--- src/verilog/qos_arb_pkg.sv ---
// Shared sizes and packed structs for the QoS arbiter; imported by every RTL block
package qos_arb_pkg;

    // Requester count and index width
    localparam int NUM_REQ = 4;
    localparam int IDX_W   = 2;

    // QoS score and payload widths
    localparam int SCORE_W = 4;
    localparam int DATA_W  = 16;

    // Grant counters saturate at all ones
    localparam int CNT_W = 8;
    localparam logic [CNT_W-1:0] CNT_MAX = {CNT_W{1'b1}};

    // One requester's input sampled every cycle
    typedef struct packed {
        logic               req;
        logic [SCORE_W-1:0] score;
        logic [DATA_W-1:0]  data;
    } req_entry_t;

    // Arbitration decision as produced by the finder and held per stage
    typedef struct packed {
        // At least one request present
        logic               any;
        logic [IDX_W-1:0]   idx;
        logic [SCORE_W-1:0] score;
    } arb_result_t;

    // Shared output port
    typedef struct packed {
        logic               valid;
        logic [IDX_W-1:0]   src;
        logic [DATA_W-1:0]  data;
    } port_out_t;

    // Empty decision used as reset value
    localparam arb_result_t ARB_IDLE = '{
        any:   1'b0,
        idx:   '0,
        score: '0
    };

endpackage

--- src/verilog/grant_stats.sv ---
// Per-requester saturating grant counters with a selectable combinational read port
`timescale 1ns/10ps

module grant_stats
    import qos_arb_pkg::*;
(
    input  logic               clk,
    input  logic               rst_n,
    input  logic [NUM_REQ-1:0] grant_i,
    input  logic [IDX_W-1:0]   stat_sel_i,
    output logic [CNT_W-1:0]   stat_cnt_o
);

    logic [CNT_W-1:0] cnt_q [NUM_REQ];
    logic [NUM_REQ-1:0] inc;

    // Count only while below the ceiling
    always_comb begin
        for (int i = 0; i < NUM_REQ; i++) begin
            inc[i] = grant_i[i] && (cnt_q[i] != CNT_MAX);
        end
    end

    always_ff @(posedge clk or negedge rst_n) begin
        if (!rst_n) begin
            for (int i = 0; i < NUM_REQ; i++) begin
                cnt_q[i] <= '0;
            end
        end else begin
            for (int i = 0; i < NUM_REQ; i++) begin
                if (inc[i]) begin
                    cnt_q[i] <= cnt_q[i] + 1'b1;
                end
            end
        end
    end

    // Combinational read port
    assign stat_cnt_o = cnt_q[stat_sel_i];

endmodule

--- src/verilog/max_score_finder.sv ---
// Combinational search for the highest-scoring request; used as stage 1 of the arbiter
`timescale 1ns/10ps

module max_score_finder
    import qos_arb_pkg::*;
(
    input  req_entry_t [NUM_REQ-1:0] entries_i,
    output arb_result_t              result_o
);

    logic               found;
    logic [IDX_W-1:0]   best_idx;
    logic [SCORE_W-1:0] best_score;

    // Scan from index 0 upward
    // Strict compare keeps the lower index on a tie
    always_comb begin
        found      = 1'b0;
        best_idx   = '0;
        best_score = '0;
        for (int i = 0; i < NUM_REQ; i++) begin
            if (entries_i[i].req) begin
                // First request wins outright, so score zero stays eligible
                if (!found || (entries_i[i].score > best_score)) begin
                    best_idx   = IDX_W'(i);
                    best_score = entries_i[i].score;
                end
                found = 1'b1;
            end
        end
    end

    // idx and score stay zero when nothing is requested
    always_comb begin
        result_o.any   = found;
        result_o.idx   = best_idx;
        result_o.score = best_score;
    end

endmodule

--- src/verilog/payload_mux.sv ---
// Payload delay line and winner select; drives the shared output port next to the arbiter
`timescale 1ns/10ps

module payload_mux
    import qos_arb_pkg::*;
(
    input  logic                     clk,
    input  logic                     rst_n,
    input  req_entry_t [NUM_REQ-1:0] entries_i,
    input  arb_result_t              result_i,
    output port_out_t                port_o
);

    logic [DATA_W-1:0] data_s1_q [NUM_REQ];
    logic [DATA_W-1:0] data_s2_q [NUM_REQ];

    // Two-deep delay so the data lines up with the stage-2 result
    always_ff @(posedge clk or negedge rst_n) begin
        if (!rst_n) begin
            for (int i = 0; i < NUM_REQ; i++) begin
                data_s1_q[i] <= '0;
                data_s2_q[i] <= '0;
            end
        end else begin
            for (int i = 0; i < NUM_REQ; i++) begin
                data_s1_q[i] <= entries_i[i].data;
                data_s2_q[i] <= data_s1_q[i];
            end
        end
    end

    // Winner select
    always_comb begin
        port_o.valid = result_i.any;
        port_o.src   = result_i.idx;
        port_o.data  = data_s2_q[result_i.idx];
    end

endmodule

--- src/verilog/qos_arb_top.sv ---
// Top level of the QoS arbiter subsystem; connects arbitration, payload path and statistics
`timescale 1ns/10ps

module qos_arb_top
    import qos_arb_pkg::*;
(
    input  logic                     clk,
    input  logic                     rst_n,
    input  req_entry_t [NUM_REQ-1:0] req_entries_i,
    input  logic [IDX_W-1:0]         stat_sel_i,
    output logic [NUM_REQ-1:0]       grant_o,
    output port_out_t                port_o,
    output logic [CNT_W-1:0]         stat_cnt_o
);

    arb_result_t arb_res;

    qos_arbiter u_arbiter (
        .clk       (clk),
        .rst_n     (rst_n),
        .entries_i (req_entries_i),
        .grant_o   (grant_o),
        .result_o  (arb_res)
    );

    // Same two-cycle latency as the grant
    payload_mux u_payload (
        .clk       (clk),
        .rst_n     (rst_n),
        .entries_i (req_entries_i),
        .result_i  (arb_res),
        .port_o    (port_o)
    );

    grant_stats u_stats (
        .clk        (clk),
        .rst_n      (rst_n),
        .grant_i    (grant_o),
        .stat_sel_i (stat_sel_i),
        .stat_cnt_o (stat_cnt_o)
    );

endmodule

--- src/verilog/qos_arbiter.sv ---
// Two-stage QoS arbitration pipeline; takes the request array and gives a registered one-hot grant
`timescale 1ns/10ps

module qos_arbiter
    import qos_arb_pkg::*;
(
    input  logic                     clk,
    input  logic                     rst_n,
    input  req_entry_t [NUM_REQ-1:0] entries_i,
    output logic [NUM_REQ-1:0]       grant_o,
    output arb_result_t              result_o
);

    arb_result_t        find_res;
    arb_result_t        s1_q;
    arb_result_t        s2_q;
    logic [NUM_REQ-1:0] grant_d;
    logic [NUM_REQ-1:0] grant_q;

    // Winner search on the live inputs
    max_score_finder u_finder (
        .entries_i (entries_i),
        .result_o  (find_res)
    );

    // Stage 1 captures the decision at the sampling edge
    always_ff @(posedge clk or negedge rst_n) begin
        if (!rst_n) begin
            s1_q <= ARB_IDLE;
        end else begin
            s1_q <= find_res;
        end
    end

    // One-hot decode of the stage-1 winner
    always_comb begin
        grant_d = '0;
        if (s1_q.any) begin
            grant_d[s1_q.idx] = 1'b1;
        end
    end

    // Stage 2 holds grant and result together
    // Grant is a single-cycle pulse per decision
    always_ff @(posedge clk or negedge rst_n) begin
        if (!rst_n) begin
            grant_q <= '0;
            s2_q    <= ARB_IDLE;
        end else begin
            grant_q <= grant_d;
            s2_q    <= s1_q;
        end
    end

    assign grant_o  = grant_q;
    // Result is aligned with grant_o for the payload path
    assign result_o = s2_q;

endmodule
--- config.mk ---
export PLATFORM = sky130hd
export DESIGN_NAME = qos_arb_top
export DESIGN_NICKNAME = d
export VERILOG_FILES = /design/src/verilog/qos_arb_pkg.sv /design/src/verilog/grant_stats.sv /design/src/verilog/max_score_finder.sv /design/src/verilog/payload_mux.sv /design/src/verilog/qos_arb_top.sv /design/src/verilog/qos_arbiter.sv
export SDC_FILE = /design/constraint.sdc
export NUM_CORES = 1
export LEC_CHECK = 0
export BUFFER_PORTS_ARGS = -buffer_cell sky130_fd_sc_hd__buf_2
export CAP_MARGIN = 40
export CORE_MARGIN = 10
export CORE_UTILIZATION = 52
export CTS_CLUSTER_SIZE = 8
export DETAILED_ROUTE_END_ITERATION = 6
export GPL_TIMING_DRIVEN = 0
export PLACE_DENSITY_LB_ADDON = 0.3
export SYNTH_ARGS = -nofsm -noshare
export SYNTH_HDL_FRONTEND = slang
export SYNTH_SLANG_ARGS = --single-unit
--- constraint.sdc ---
create_clock -name clk -period 5.3 [get_ports clk]
set_input_delay 1.06 -clock clk [delete_from_list [all_inputs] [get_ports clk]]
set_output_delay 1.06 -clock clk [all_outputs]
set_load 0.05 [all_outputs]
==> metrics.txt, run 1 <==
# TYPE chip_impl_metric gauge
chip_impl_metric{name="clockPowerShare",unit="%"} 36.8
chip_impl_metric{name="chipWidth",unit="µm"} 126.9
chip_impl_metric{name="yosys_warnings",unit=""} 0
chip_impl_metric{name="detailedPlacementHpwl",unit="mm"} 8.203
chip_impl_metric{name="minimum_clock_period",unit="ns"} 4.532
chip_impl_metric{name="dieHeight",unit="µm"} 126.9
chip_impl_metric{name="num_antenna_cells",unit=""} 0
chip_impl_metric{name="std_cell_rows",unit=""} 38
chip_impl_info{name="startpoint_type",value="input pin"} 1
chip_impl_metric{name="route.detailed.drc",unit=""} 0
chip_impl_metric{name="total_buffers_and_inverters_traversed_by_the_critical_path",unit=""} 1
chip_impl_metric{name="antenna_violations_before_repair",unit=""} 0
chip_impl_metric{name="cts.reportedPaths.clkPinSlew",unit="ns"} 0.06
chip_impl_metric{name="period_share",unit="%"} 85.51
chip_impl_metric{name="worst_hold_stages",unit=""} 0
chip_impl_info{name="rsz0062_at_grt",value="false"} 1
chip_impl_metric{name="fin_tns_setup",unit="ns"} 0
chip_impl_metric{name="synth.yosys.seq_area_share",unit="%"} 71.58
chip_impl_metric{name="power-per-cell-area",unit="mW/mm²"} 484.4
chip_impl_metric{name="vias_post_dr",unit=""} 3247
chip_impl_info{name="cpMaxStageDelayCell",value="sky130_fd_sc_hd__a21oi_1"} 1
chip_impl_metric{name="global_route.usage.total",unit="%"} 14.80
chip_impl_info{name="timing.critical_path.max_delay_family",value="compound AO/OA/AOI/OAI gates"} 1
chip_impl_info{name="cell_by_cell_listing_of_the_critical_path",value="buf_2 -> nand2_1 -> ha_1 -> nor2b_1 -> o211ai_1 -> a21oi_2 -> mux2_4 -> ha_1 -> nor2b_1 -> o211ai_1 -> a21oi_1 -> mux2_2 -> ha_1 -> nor2b_1 -> o211ai_1 -> a21oi_1 -> o21ai_0 -> o21ai_0"} 1
chip_impl_info{name="hold_class",value="flip-flop to flip-flop"} 1
chip_impl_metric{name="total_power",unit="mW"} 3.573
chip_impl_metric{name="drt_first_iter_violations",unit=""} 171
chip_impl_metric{name="maxClockFrequency",unit="MHz"} 220.6
chip_impl_metric{name="combinationalPowerShare",unit="%"} 19.1
chip_impl_metric{name="regToRegSetupSlack",unit="ns"} 3.47
chip_impl_metric{name="finalInstanceArea",unit="mm²"} 0.007376
chip_impl_metric{name="switching_power",unit="mW"} 1.055
chip_impl_metric{name="cts.htree.levels",unit=""} 4
chip_impl_metric{name="clk-insertion-delay-late",unit="ns"} 0.42
chip_impl_metric{name="initial_cell_density_of_the_core",unit="%"} 53.88
chip_impl_metric{name="floorplan.io_pins",unit=""} 119
chip_impl_metric{name="relative_slew_margins",unit="%"} 52.65
chip_impl_metric{name="hold_violations",unit=""} 0
chip_impl_metric{name="switching_share",unit="%"} 29.53
chip_impl_metric{name="seq_power_share",unit="%"} 44.1
chip_impl_metric{name="tritoncts.num_buffers",unit=""} 17
chip_impl_metric{name="crit_path_max_incr_delay",unit="ns"} 0.44
chip_impl_metric{name="placed_cell_area",unit="mm²"} 0.006733
chip_impl_metric{name="grt_first_pass_wirelength",unit="mm"} 18.47
chip_impl_metric{name="finClkSkew",unit="ns"} 0.006017
chip_impl_metric{name="critical_path.max_fanout",unit=""} 7
chip_impl_metric{name="gp_routability_congestion",unit=""} 0.7906
chip_impl_info{name="cts_tree",value="yes"} 1
chip_impl_metric{name="power.ir.vdd_worst",unit="mV"} 0.3501
chip_impl_metric{name="synth_cell_types",unit=""} 36
chip_impl_metric{name="worst-path-stages",unit=""} 18
chip_impl_metric{name="yosys_register_bits",unit=""} 170
chip_impl_metric{name="avgSynthCellArea",unit="µm²"} 16.84
chip_impl_metric{name="core_area",unit="mm²"} 0.01103
chip_impl_metric{name="grt_pass1_vias",unit=""} 3599
chip_impl_metric{name="drv.max_cap_violation_count",unit=""} 0
chip_impl_metric{name="place.detailed.instances",unit=""} 610
chip_impl_metric{name="cts_hold_buf",unit=""} 0
chip_impl_metric{name="finalNetCount",unit=""} 593
chip_impl_metric{name="final_antenna_net_count",unit=""} 0
chip_impl_metric{name="power_report.internal_total",unit="mW"} 2.518
chip_impl_metric{name="post_synth_inst_count",unit=""} 353
chip_impl_info{name="critPathKind",value="input pin to flip-flop"} 1
chip_impl_metric{name="cts_max_path_buffers",unit=""} 2
chip_impl_metric{name="final_layout_size_suffix_gt1_share",unit="%"} 37.85
chip_impl_metric{name="cts_setup_buffers",unit=""} 0
chip_impl_metric{name="die_area",unit="mm²"} 0.01610
chip_impl_metric{name="average_wire_per_cell_in_the_routed_design",unit="µm"} 17.57
chip_impl_metric{name="mappedNetlistNets",unit=""} 457
chip_impl_metric{name="rr_worst_depth",unit=""} 6
chip_impl_metric{name="totalWireLength",unit="mm"} 11.28
chip_impl_metric{name="synthToLayoutAreaGrowth",unit="%"} 24.11
chip_impl_metric{name="drt-vias-per-instance",unit=""} 5.058
chip_impl_info{name="cts-root-buf",value="sky130_fd_sc_hd__clkbuf_16"} 1
chip_impl_metric{name="arrival_time_at_the_worst_endpoint",unit="ns"} 4.82
chip_impl_metric{name="pin_count_of_the_biggest_net_entering_global_routing",unit=""} 105
chip_impl_metric{name="timing.final.max_slew_violations",unit=""} 0
chip_impl_metric{name="first_pass_iters",unit=""} 4
chip_impl_metric{name="cts_resized",unit=""} 0
chip_impl_metric{name="finalSetupViolCount",unit=""} 0
chip_impl_metric{name="cts.sink_count",unit=""} 170
chip_impl_info{name="outcome",value="complete, no violations"} 1
chip_impl_metric{name="worstPathRequired",unit="ns"} 5.58
chip_impl_metric{name="tightestPinTransition",unit="ns"} 0.7103
chip_impl_metric{name="power.static_leakage",unit="nW"} 3.471
chip_impl_metric{name="final-instance-count-excl-fill",unit=""} 642
chip_impl_metric{name="synthesis.area",unit="mm²"} 0.005943
chip_impl_metric{name="fillCellCount",unit=""} 754
chip_impl_info{name="endpoint_kind",value="flip-flop"} 1
chip_impl_metric{name="grt_overflow_total",unit=""} 0
chip_impl_metric{name="io_buffer_count",unit=""} 116
worst register-to-register path: cells and delay by family (launching register included):
family                   cells  cell delay (ns)
AND/OR/NAND/NOR              3             0.61
flip-flops                   1             0.42
AO/OA/AOI/OAI                1             0.33
adder cells (fa/ha/maj)      1             0.22
XOR/XNOR                     1             0.14
metrics by stage:
stage                     setup WS, ns  utilization [%]  hold slack (ns)
final                           0.7678            66.87           0.3459
after global routing            0.4901            66.87           0.3526
after CTS                       0.7431            66.87           0.3462
after detailed placement        0.3050            61.04           0.3347
after global placement          0.3887            60.73           0.3313
after floorplan                 0.8833                -           0.3312
final cells by class:
type	instances	area (µm²)	share of cell area [%]
inverter	12	45.04	0.6107
sequential	170	4254	57.68
clock buffer	19	452.9	6.141
multi-input combinational	165	1618	21.93
clock inverter	13	190.2	2.578
timing repair buffer	117	614.3	8.329
buffer	6	26.28	0.3562
tap	140	175.2	2.375
per-layer routing:
metal | global-route usage [%] | part of all wire [%] | vias to the layer above
met1 | 18.00 | 43 | 1616
met5 | 0 | 0 | -
met3 | 5.998 | 6.6 | 22
met2 | 22.75 | 48 | 100
li1 | - | - | 1509
met4 | 6.698 | 2.2 | 0
kinds of logic after synthesis:
| logic type | Yosys count | share of synthesized area (%) |
|---|---|---|
| adder cells (fa/ha/maj) | 16 | 3.368 |
| flip-flops | 170 | 71.58 |
| AND/OR/NAND/NOR | 67 | 5.979 |
| AO/OA/AOI/OAI | 21 | 2.611 |
| buffers and inverters | 18 | 1.200 |
| multiplexers | 35 | 11.43 |
| XOR/XNOR | 26 | 3.832 |
path summary, 6_finish.rpt:
kind | start | to
worst max-delay path | req_entries_i[20] | u_arbiter.s1_q[4]
worst min-delay path | u_payload.data_s1_q[60] | u_payload.data_s2_q[60]
worst max register to register | u_stats.cnt_q[8] | u_stats.cnt_q[15]
worst min register to register | u_payload.data_s1_q[60] | u_payload.data_s2_q[60]
max in group asynchronous | rst_n | u_payload.data_s2_q[52]
min in group asynchronous | rst_n | u_payload.data_s1_q[51]
cell usage in the layout (no fill, tap or decap), drive strengths merged, types with 7 or more instances in the layout:
cell type / synthesis / final
a21oi: 7 / 7
buf: 3 / 120
clkbuf: 3 / 22
dfrtp: 170 / 170
ha: 16 / 16
inv: 12 / 14
mux2: 11 / 11
mux4: 24 / 24
nand2: 17 / 17
nand3: 15 / 15
xnor2: 19 / 19
xor2: 7 / 7
Yosys cell counts (all sizes together):
cell / instances / area [µm²]
nand2: 17 / 63.81
mux2: 11 / 138.9
a21oi: 7 / 38.79
and2: 2 / 13.77
a31oi: 1 / 6.260
nor3b: 2 / 15.01
o21a: 2 / 15.01
and4: 3 / 26.28
or2: 1 / 6.260
nand3: 15 / 75.07
dfrtp: 170 / 4254
and3: 6 / 37.54
nor3: 1 / 5.000
a41oi: 1 / 27.53
mux4: 24 / 540.5
ha: 16 / 200.2
clkbuf: 3 / 11.26
nor2: 6 / 22.52
and3b: 1 / 8.760
o211ai: 3 / 22.52
xnor2: 19 / 166.4
inv: 12 / 45.04
nor2b: 4 / 25.02
nand2b: 3 / 18.77
a211oi: 2 / 20.02
nand4: 6 / 37.54
o21ai: 5 / 25.02
buf: 3 / 15.01
xor2: 7 / 61.31
registers in the layout, indices dropped and copies added (netlist names):
name                 cells
u_payload.data_s1_q     64
u_payload.data_s2_q     64
u_stats.cnt_q           32
u_arbiter.grant_o        4
u_arbiter.result_o       3
u_arbiter.s1_q           3
power groups by stage:
| stage | registers (mW) | clock network, mW | logic (mW) |
|---|---|---|---|
| after floorplan | 1.58 | 0 | 0.485 |
| after global placement | 1.59 | 0 | 0.676 |
| after detailed placement | 1.60 | 0 | 0.694 |
| after CTS | 1.58 | 1.33 | 0.698 |
| after global routing | 1.60 | 1.40 | 0.741 |
| final | 1.58 | 1.31 | 0.683 |
(Power assumes the default switching activity.)
==> run 2: changes to the inputs <==
Settings changed: ABC_AREA set to 1.
==> run 2 against run 1 <==
Against the previous run: first-iteration DRC count increased by 75%; sequential power about the same; largest power group unchanged; routed wire length increased by 15%; highest routed layer unchanged.
==> metrics.txt, run 2 <==
# TYPE chip_impl_metric gauge
chip_impl_info{name="yosys_most_used_dff",value="sky130_fd_sc_hd__dfrtp_1"} 1
chip_impl_metric{name="post_synth_inst_count",unit=""} 538
chip_impl_metric{name="cts_resized",unit=""} 0
chip_impl_metric{name="grtUsageMet1",unit="%"} 19.80
chip_impl_metric{name="fillCellCount",unit=""} 887
chip_impl_metric{name="hold_violations",unit=""} 0
chip_impl_metric{name="tightestPinTransition",unit="ns"} 0.7090
chip_impl_metric{name="finalNetCount",unit=""} 780
chip_impl_metric{name="worst_hold_slack",unit="ns"} 0.3470
chip_impl_metric{name="std_cell_rows",unit=""} 39
chip_impl_metric{name="synthToLayoutAreaGrowth",unit="%"} 22.37
chip_impl_metric{name="gp_routability_congestion",unit=""} 0.8570
chip_impl_metric{name="chipWidth",unit="µm"} 129.3
chip_impl_metric{name="total_buffers_and_inverters_traversed_by_the_critical_path",unit=""} 4
chip_impl_metric{name="grt_first_pass_wirelength",unit="mm"} 21.40
chip_impl_metric{name="met3_usage",unit="%"} 4.976
chip_impl_info{name="endpoint_kind",value="flip-flop"} 1
chip_impl_metric{name="pin_count_of_the_biggest_net_entering_global_routing",unit=""} 99
chip_impl_info{name="synth.cells.most_frequent",value="170 x sky130_fd_sc_hd__dfrtp_1, 78 x sky130_fd_sc_hd__nand2_1, 55 x sky130_fd_sc_hd__nor2_1"} 1
chip_impl_info{name="largest_registers",value="u_payload.data_s1_q x64, u_payload.data_s2_q x64, u_stats.cnt_q x32"} 1
chip_impl_info{name="rsz0062_at_grt",value="false"} 1
chip_impl_metric{name="synth.yosys.seq_area_share",unit="%"} 68.47
chip_impl_metric{name="synthesis.area",unit="mm²"} 0.006213
chip_impl_metric{name="antenna_violations_before_repair",unit=""} 0
chip_impl_metric{name="period_share",unit="%"} 74.04
chip_impl_metric{name="relative_slew_margins",unit="%"} 52.73
chip_impl_metric{name="cts_setup_buffers",unit=""} 0
chip_impl_metric{name="rr_worst_depth",unit=""} 8
chip_impl_info{name="cts-root-buf",value="sky130_fd_sc_hd__clkbuf_16"} 1
chip_impl_metric{name="final_antenna_net_count",unit=""} 0
chip_impl_info{name="dominant_cells_by_area_after_synthesis",value="sky130_fd_sc_hd__dfrtp_1 68%, sky130_fd_sc_hd__nand2_1 4.7%, sky130_fd_sc_hd__o21ai_0 4.2%"} 1
chip_impl_metric{name="synth_cell_types",unit=""} 30
chip_impl_metric{name="worst_hold_stages",unit=""} 0
chip_impl_metric{name="cts.reportedPaths.clkPinSlew",unit="ns"} 0.06
chip_impl_metric{name="first_pass_iters",unit=""} 4
chip_impl_metric{name="worst-path-stages",unit=""} 30
chip_impl_metric{name="cts_max_path_buffers",unit=""} 2
chip_impl_metric{name="timing.final.max_slew_violations",unit=""} 0
chip_impl_metric{name="average_wire_per_cell_in_the_routed_design",unit="µm"} 15.65
chip_impl_metric{name="minimum_clock_period",unit="ns"} 3.924
chip_impl_metric{name="vias_post_dr",unit=""} 4180
chip_impl_metric{name="cts.sink_count",unit=""} 170
chip_impl_metric{name="grt_overflow_total",unit=""} 0
chip_impl_metric{name="yosys.area.top_type_share",unit="%"} 68.47
chip_impl_info{name="highest_count_cells_in_the_layout_ignoring_fill_and_taps",value="170 x sky130_fd_sc_hd__dfrtp_1, 118 x sky130_fd_sc_hd__buf_2, 78 x sky130_fd_sc_hd__nand2_1, 55 x sky130_fd_sc_hd__nor2_1, 52 x sky130_fd_sc_hd__o21ai_0"} 1
chip_impl_metric{name="power.static_leakage",unit="nW"} 3.726
chip_impl_metric{name="yosys_register_bits",unit=""} 170
chip_impl_metric{name="dieHeight",unit="µm"} 129.3
chip_impl_metric{name="totalWireLength",unit="mm"} 13.01
chip_impl_info{name="outcome",value="complete, no violations"} 1
chip_impl_metric{name="yosys_warnings",unit=""} 0
chip_impl_metric{name="io_buffer_count",unit=""} 118
chip_impl_info{name="crit_path_frequent_cell",value="sky130_fd_sc_hd__nand2_1"} 1
chip_impl_metric{name="clk-insertion-delay-late",unit="ns"} 0.42
chip_impl_info{name="critPathKind",value="input pin to flip-flop"} 1
chip_impl_info{name="cell_accounting_for_the_most_synthesized_area",value="sky130_fd_sc_hd__dfrtp_1"} 1
chip_impl_metric{name="finClkSkew",unit="ns"} 0.009171
chip_impl_metric{name="drt_first_iter_violations",unit=""} 299
chip_impl_metric{name="asyncSetResetFlopFracSynth",unit="%"} 100.0
chip_impl_metric{name="critical_path.max_fanout",unit=""} 7
chip_impl_metric{name="synth-edff-count",unit=""} 0
chip_impl_metric{name="seq_area",unit="mm²"} 0.004254
chip_impl_metric{name="finalSetupViolCount",unit=""} 0
chip_impl_metric{name="fin_tns_setup",unit="ns"} 0
chip_impl_metric{name="arrival_time_at_the_worst_endpoint",unit="ns"} 4.23
chip_impl_metric{name="initial_cell_density_of_the_core",unit="%"} 53.73
chip_impl_metric{name="power-per-cell-area",unit="mW/mm²"} 465.8
chip_impl_metric{name="drv.max_cap_violation_count",unit=""} 0
chip_impl_metric{name="avgSynthCellArea",unit="µm²"} 11.55
chip_impl_metric{name="global_route.usage.total",unit="%"} 16.51
chip_impl_info{name="leading_cell_type_by_number_of_instances_after_synthesis",value="sky130_fd_sc_hd__dfrtp_1"} 1
chip_impl_info{name="cpMaxStageDelayCell",value="sky130_fd_sc_hd__ha_1"} 1
chip_impl_metric{name="core_area",unit="mm²"} 0.01156
chip_impl_metric{name="power.ir.vdd_worst",unit="mV"} 0.2983
chip_impl_metric{name="regToRegSetupSlack",unit="ns"} 3.75
chip_impl_info{name="mostFrequentLayoutCell",value="sky130_fd_sc_hd__dfrtp_1"} 1
chip_impl_metric{name="crit_path_max_incr_delay",unit="ns"} 0.30
chip_impl_metric{name="cts.htree.levels",unit=""} 4
chip_impl_metric{name="route.detailed.drc",unit=""} 0
chip_impl_info{name="startpoint_type",value="input pin"} 1
chip_impl_metric{name="num_antenna_cells",unit=""} 0
chip_impl_metric{name="tritoncts.num_buffers",unit=""} 17
chip_impl_info{name="timing.critical_path.max_delay_family",value="simple AND/OR/NAND/NOR gates"} 1
chip_impl_metric{name="cts_hold_buf",unit=""} 0
chip_impl_metric{name="detailedPlacementHpwl",unit="mm"} 9.515
chip_impl_metric{name="final_layout_size_suffix_gt1_share",unit="%"} 25.29
chip_impl_info{name="busiest_layer",value="met2"} 1
chip_impl_info{name="hold_class",value="flip-flop to flip-flop"} 1
chip_impl_metric{name="share_of_the_core_filled_with_cells",unit="%"} 65.75
chip_impl_metric{name="mappedNetlistNets",unit=""} 642
chip_impl_metric{name="floorplan.io_pins",unit=""} 119
chip_impl_metric{name="drt-vias-per-instance",unit=""} 5.030
chip_impl_metric{name="globalRouteMet2Util",unit="%"} 27.14
chip_impl_metric{name="die_area",unit="mm²"} 0.01672
chip_impl_info{name="cts_tree",value="yes"} 1
chip_impl_metric{name="footprint_of_the_multi_input_gates",unit="mm²"} 0.001747
chip_impl_metric{name="worstPathRequired",unit="ns"} 5.61
chip_impl_metric{name="grt_pass1_vias",unit=""} 4522
chip_impl_metric{name="maxClockFrequency",unit="MHz"} 254.8
## run 2: worst paths after layout
kind / startpoint / endpoint
worst max-delay path: req_entries_i[20] / u_arbiter.s1_q[5]
worst min-delay path: u_payload.data_s1_q[13] / u_payload.data_s2_q[13]
worst max register to register: u_stats.cnt_q[17] / u_stats.cnt_q[18]
worst min register to register: u_payload.data_s1_q[13] / u_payload.data_s2_q[13]
max in group asynchronous: rst_n / u_stats.cnt_q[27]
min in group asynchronous: rst_n / u_payload.data_s1_q[9]
## run 2: report_power, final
part	switching (mW)	internal, mW	total, mW	leakage (nW)
sequential	0.127	1.44	1.56	2.02
clock	0.506	0.702	1.21	0.288
combinational	0.540	0.230	0.770	1.42
## run 2: layer usage
metal,share of wire (%),wire [µm]
met5,0,0
met4,2.0,263
met3,4.6,595
met2,50,6455
met1,44,5694
## run 2: area by class of cell
type / count / share of cell area [%]
flip-flops and latches: 170 / 55.95
plain buffers: 10 / 0.5101
repair buffers: 119 / 8.211
inverters: 45 / 2.287
well taps: 143 / 2.353
multi-input cells: 313 / 22.97
clock inverters: 14 / 2.123
clock buffers: 17 / 5.595
## run 2: kinds of logic (layout without fill, tap and decap cells)
kind of cell             count (synthesis)  in the layout  synth area share (%)
flip-flops                             170            170                 68.47
XOR/XNOR                                26             26                 3.665
AO/OA/AOI/OAI                           87             87                 7.551
AND/OR/NAND/NOR                        180            180                 12.95
adder cells (fa/ha/maj)                 16             16                 3.222
multiplexers                             4              4                0.7249
buffers and inverters                   55            205                 3.423
## run 2: metrics by stage
stage	power, mW	cell area (µm²)	instances	worst slack, ns
after floorplan	2.099	6213	538	1.466
after global placement	2.330	6983	799	0.8742
after detailed placement	2.359	7017	800	0.9142
after CTS	3.577	7604	831	1.356
after global routing	3.726	7604	831	0.8440
final	3.541	7604	831	1.376
==> run 3: changes to the inputs <==
Clock period 5.3 ns to 3.8 ns, I/O delays scaled along.
==> run 3 against run 2 <==
Against the previous run: utilization up 0.74 points; critical endpoint is now u_arbiter.s1_q[4]; routed wire length grew 0.54%; via count increased by 0.74%; register-to-register slack worse by 1.5 ns; non-clock buffer count increased by 1.
==> metrics.txt, run 3 (same netlist as run 2, synthesis figures left out) <==
# TYPE chip_impl_metric gauge
chip_impl_metric{name="maxClockFrequency",unit="MHz"} 290.2
chip_impl_metric{name="placed_cell_area",unit="mm²"} 0.007017
chip_impl_metric{name="finClkSkew",unit="ns"} 0.01119
chip_impl_metric{name="power.static_leakage",unit="nW"} 3.733
chip_impl_metric{name="timing.final.max_slew_violations",unit=""} 0
chip_impl_metric{name="drv.max_cap_violation_count",unit=""} 0
chip_impl_metric{name="final_layout_size_suffix_gt1_share",unit="%"} 27.43
chip_impl_metric{name="clk-insertion-delay-late",unit="ns"} 0.43
chip_impl_metric{name="power.ir.vdd_worst",unit="mV"} 0.4160
chip_impl_metric{name="relative_slew_margins",unit="%"} 52.35
chip_impl_metric{name="setup_slack",unit="ns"} 0.3545
chip_impl_metric{name="crit_path_max_incr_delay",unit="ns"} 0.28
chip_impl_metric{name="drt_first_iter_violations",unit=""} 303
chip_impl_metric{name="synthToLayoutAreaGrowth",unit="%"} 23.74
chip_impl_info{name="cts-root-buf",value="sky130_fd_sc_hd__clkbuf_16"} 1
chip_impl_metric{name="place.detailed.instances",unit=""} 800
chip_impl_metric{name="vias_post_dr",unit=""} 4211
chip_impl_metric{name="finalInstanceArea",unit="mm²"} 0.007689
chip_impl_metric{name="num_antenna_cells",unit=""} 0
chip_impl_metric{name="minimum_clock_period",unit="ns"} 3.445
chip_impl_metric{name="worstPathRequired",unit="ns"} 4.11
chip_impl_metric{name="dieHeight",unit="µm"} 129.3
chip_impl_metric{name="grt_first_pass_wirelength",unit="mm"} 21.40
chip_impl_metric{name="die_area",unit="mm²"} 0.01672
chip_impl_metric{name="drt-vias-per-instance",unit=""} 5.061
chip_impl_info{name="cpMaxStageDelayCell",value="sky130_fd_sc_hd__ha_1"} 1
chip_impl_metric{name="final-instance-count-excl-fill",unit=""} 832
chip_impl_metric{name="gp_routability_congestion",unit=""} 0.8570
chip_impl_metric{name="finalSetupViolCount",unit=""} 0
chip_impl_metric{name="detailedPlacementHpwl",unit="mm"} 9.515
chip_impl_metric{name="average_wire_per_cell_in_the_routed_design",unit="µm"} 15.72
chip_impl_metric{name="tightestPinTransition",unit="ns"} 0.7147
chip_impl_metric{name="floorplan.io_pins",unit=""} 119
chip_impl_metric{name="hold_violations",unit=""} 0
chip_impl_metric{name="arrival_time_at_the_worst_endpoint",unit="ns"} 3.76
chip_impl_metric{name="period_share",unit="%"} 90.67
chip_impl_info{name="mostFrequentLayoutCell",value="sky130_fd_sc_hd__dfrtp_1"} 1
chip_impl_metric{name="fillCellCount",unit=""} 874
chip_impl_metric{name="grt_pass1_vias",unit=""} 4522
chip_impl_metric{name="pin_count_of_the_biggest_net_entering_global_routing",unit=""} 99
chip_impl_metric{name="io_buffer_count",unit=""} 118
chip_impl_metric{name="first_pass_iters",unit=""} 4
chip_impl_info{name="largest_registers",value="u_payload.data_s1_q x64, u_payload.data_s2_q x64, u_stats.cnt_q x32"} 1
chip_impl_info{name="cts_tree",value="yes"} 1
chip_impl_metric{name="core_area",unit="mm²"} 0.01156
chip_impl_metric{name="cts.sink_count",unit=""} 170
chip_impl_metric{name="total_power",unit="mW"} 4.963
chip_impl_metric{name="cts_max_path_buffers",unit=""} 2
chip_impl_metric{name="cts.reportedPaths.clkPinSlew",unit="ns"} 0.07
chip_impl_metric{name="tritoncts.num_buffers",unit=""} 17
chip_impl_metric{name="fin_tns_setup",unit="ns"} 0
chip_impl_metric{name="std_cell_rows",unit=""} 39
chip_impl_metric{name="totalWireLength",unit="mm"} 13.08
chip_impl_metric{name="cts.htree.levels",unit=""} 4
chip_impl_metric{name="cts_hold_buf",unit=""} 0
chip_impl_metric{name="place_worst_setup_slack",unit="ns"} -0.2858
chip_impl_metric{name="critical_path.max_fanout",unit=""} 7
chip_impl_metric{name="global_route.usage.total",unit="%"} 16.51
chip_impl_metric{name="antenna_violations_before_repair",unit=""} 0
chip_impl_metric{name="initial_cell_density_of_the_core",unit="%"} 53.73
chip_impl_info{name="outcome",value="complete, no violations"} 1
chip_impl_metric{name="final_antenna_net_count",unit=""} 0
chip_impl_info{name="highest_count_cells_in_the_layout_ignoring_fill_and_taps",value="170 x sky130_fd_sc_hd__dfrtp_1, 117 x sky130_fd_sc_hd__buf_2, 72 x sky130_fd_sc_hd__nand2_1, 54 x sky130_fd_sc_hd__nor2_1, 50 x sky130_fd_sc_hd__o21ai_0"} 1
chip_impl_metric{name="grt_overflow_total",unit=""} 0
chip_impl_info{name="endpoint_kind",value="flip-flop"} 1
chip_impl_info{name="crit_path_frequent_cell",value="sky130_fd_sc_hd__nand2_1"} 1
chip_impl_metric{name="power-per-cell-area",unit="mW/mm²"} 645.5
chip_impl_info{name="hold_class",value="input pin to async pin"} 1
chip_impl_info{name="startpoint_type",value="input pin"} 1
chip_impl_metric{name="finalNetCount",unit=""} 781
chip_impl_metric{name="chipWidth",unit="µm"} 129.3
chip_impl_info{name="critPathKind",value="input pin to flip-flop"} 1
chip_impl_metric{name="route.detailed.drc",unit=""} 0
## run 3: cell types whose count changed in the layout (fill, tap and decap cells not counted), moves of 4 or more
cell,change
sky130_fd_sc_hd__ha_1,-4
sky130_fd_sc_hd__nand2_1,-6
sky130_fd_sc_hd__nand2_2,+6
sky130_fd_sc_hd__ha_4,+4
## run 3: stage by stage
step | hold slack [ns] | utilization, %
detailed placement | 0.3347 | 60.67
global route | 0.3524 | 66.48
CTS | 0.3463 | 65.75
floorplan | 0.3312 | -
global placement | 0.3315 | 60.38
finish | 0.3455 | 66.48
## run 3: path summary, 6_finish.rpt
kind                                    startpoint                 endpoint  slack (ns)  cells past startpoint
max                              req_entries_i[20]        u_arbiter.s1_q[4]        0.35                     30
min                                          rst_n   u_payload.data_s1_q[9]        0.35                      1
max reg2reg                      u_stats.cnt_q[17]        u_stats.cnt_q[18]        2.27                      8
min reg2reg                u_payload.data_s1_q[13]  u_payload.data_s2_q[13]        0.35                      0
max in group asynchronous                    rst_n        u_stats.cnt_q[27]        2.58                      2
min in group clk           u_payload.data_s1_q[13]  u_payload.data_s2_q[13]        0.35                      0
## run 3: critical path: cells and delay by family
family,cells,cell delay [ns]
AO/OA/AOI/OAI,5,0.47
adder cells (fa/ha/maj),3,0.76
AND/OR/NAND/NOR,18,1.33
buffers and inverters,4,0.41
## run 3: timing repair
action / in CTS / in global routing
setup endpoints to repair: 0 / 2
gates resized for setup: 0 / 17
buffers inserted: 0 / 1
## run 3: layer usage
layer / GRT usage, % / up-vias / share of wire [%] / wire length (µm)
met3: 4.976 / 22 / 5.4 / 711
met4: 7.291 / 0 / 2.4 / 313
li1: - / 2027 / - / -
met5: 0 / - / 0 / 0
met1: 19.80 / 2039 / 43 / 5568
met2: 27.14 / 123 / 50 / 6486
## run 3: final cells by class
type,instances,area [µm²],share of cell area [%]
Buffer,10,38.79,0.5045
Clock buffer,17,425.4,5.533
Clock inverter,14,161.4,2.099
Inverter,45,173.9,2.262
Multi-Input combinational cell,313,1822,23.69
Sequential cell,170,4254,55.33
Tap cell,143,178.9,2.327
Timing Repair Buffer,120,634.4,8.251
## run 3: power by group
group | leakage [nW] | switching [mW] | internal, mW
registers | 2.02 | 0.178 | 2.00
logic | 1.42 | 0.762 | 0.332
clock network | 0.288 | 0.710 | 0.979
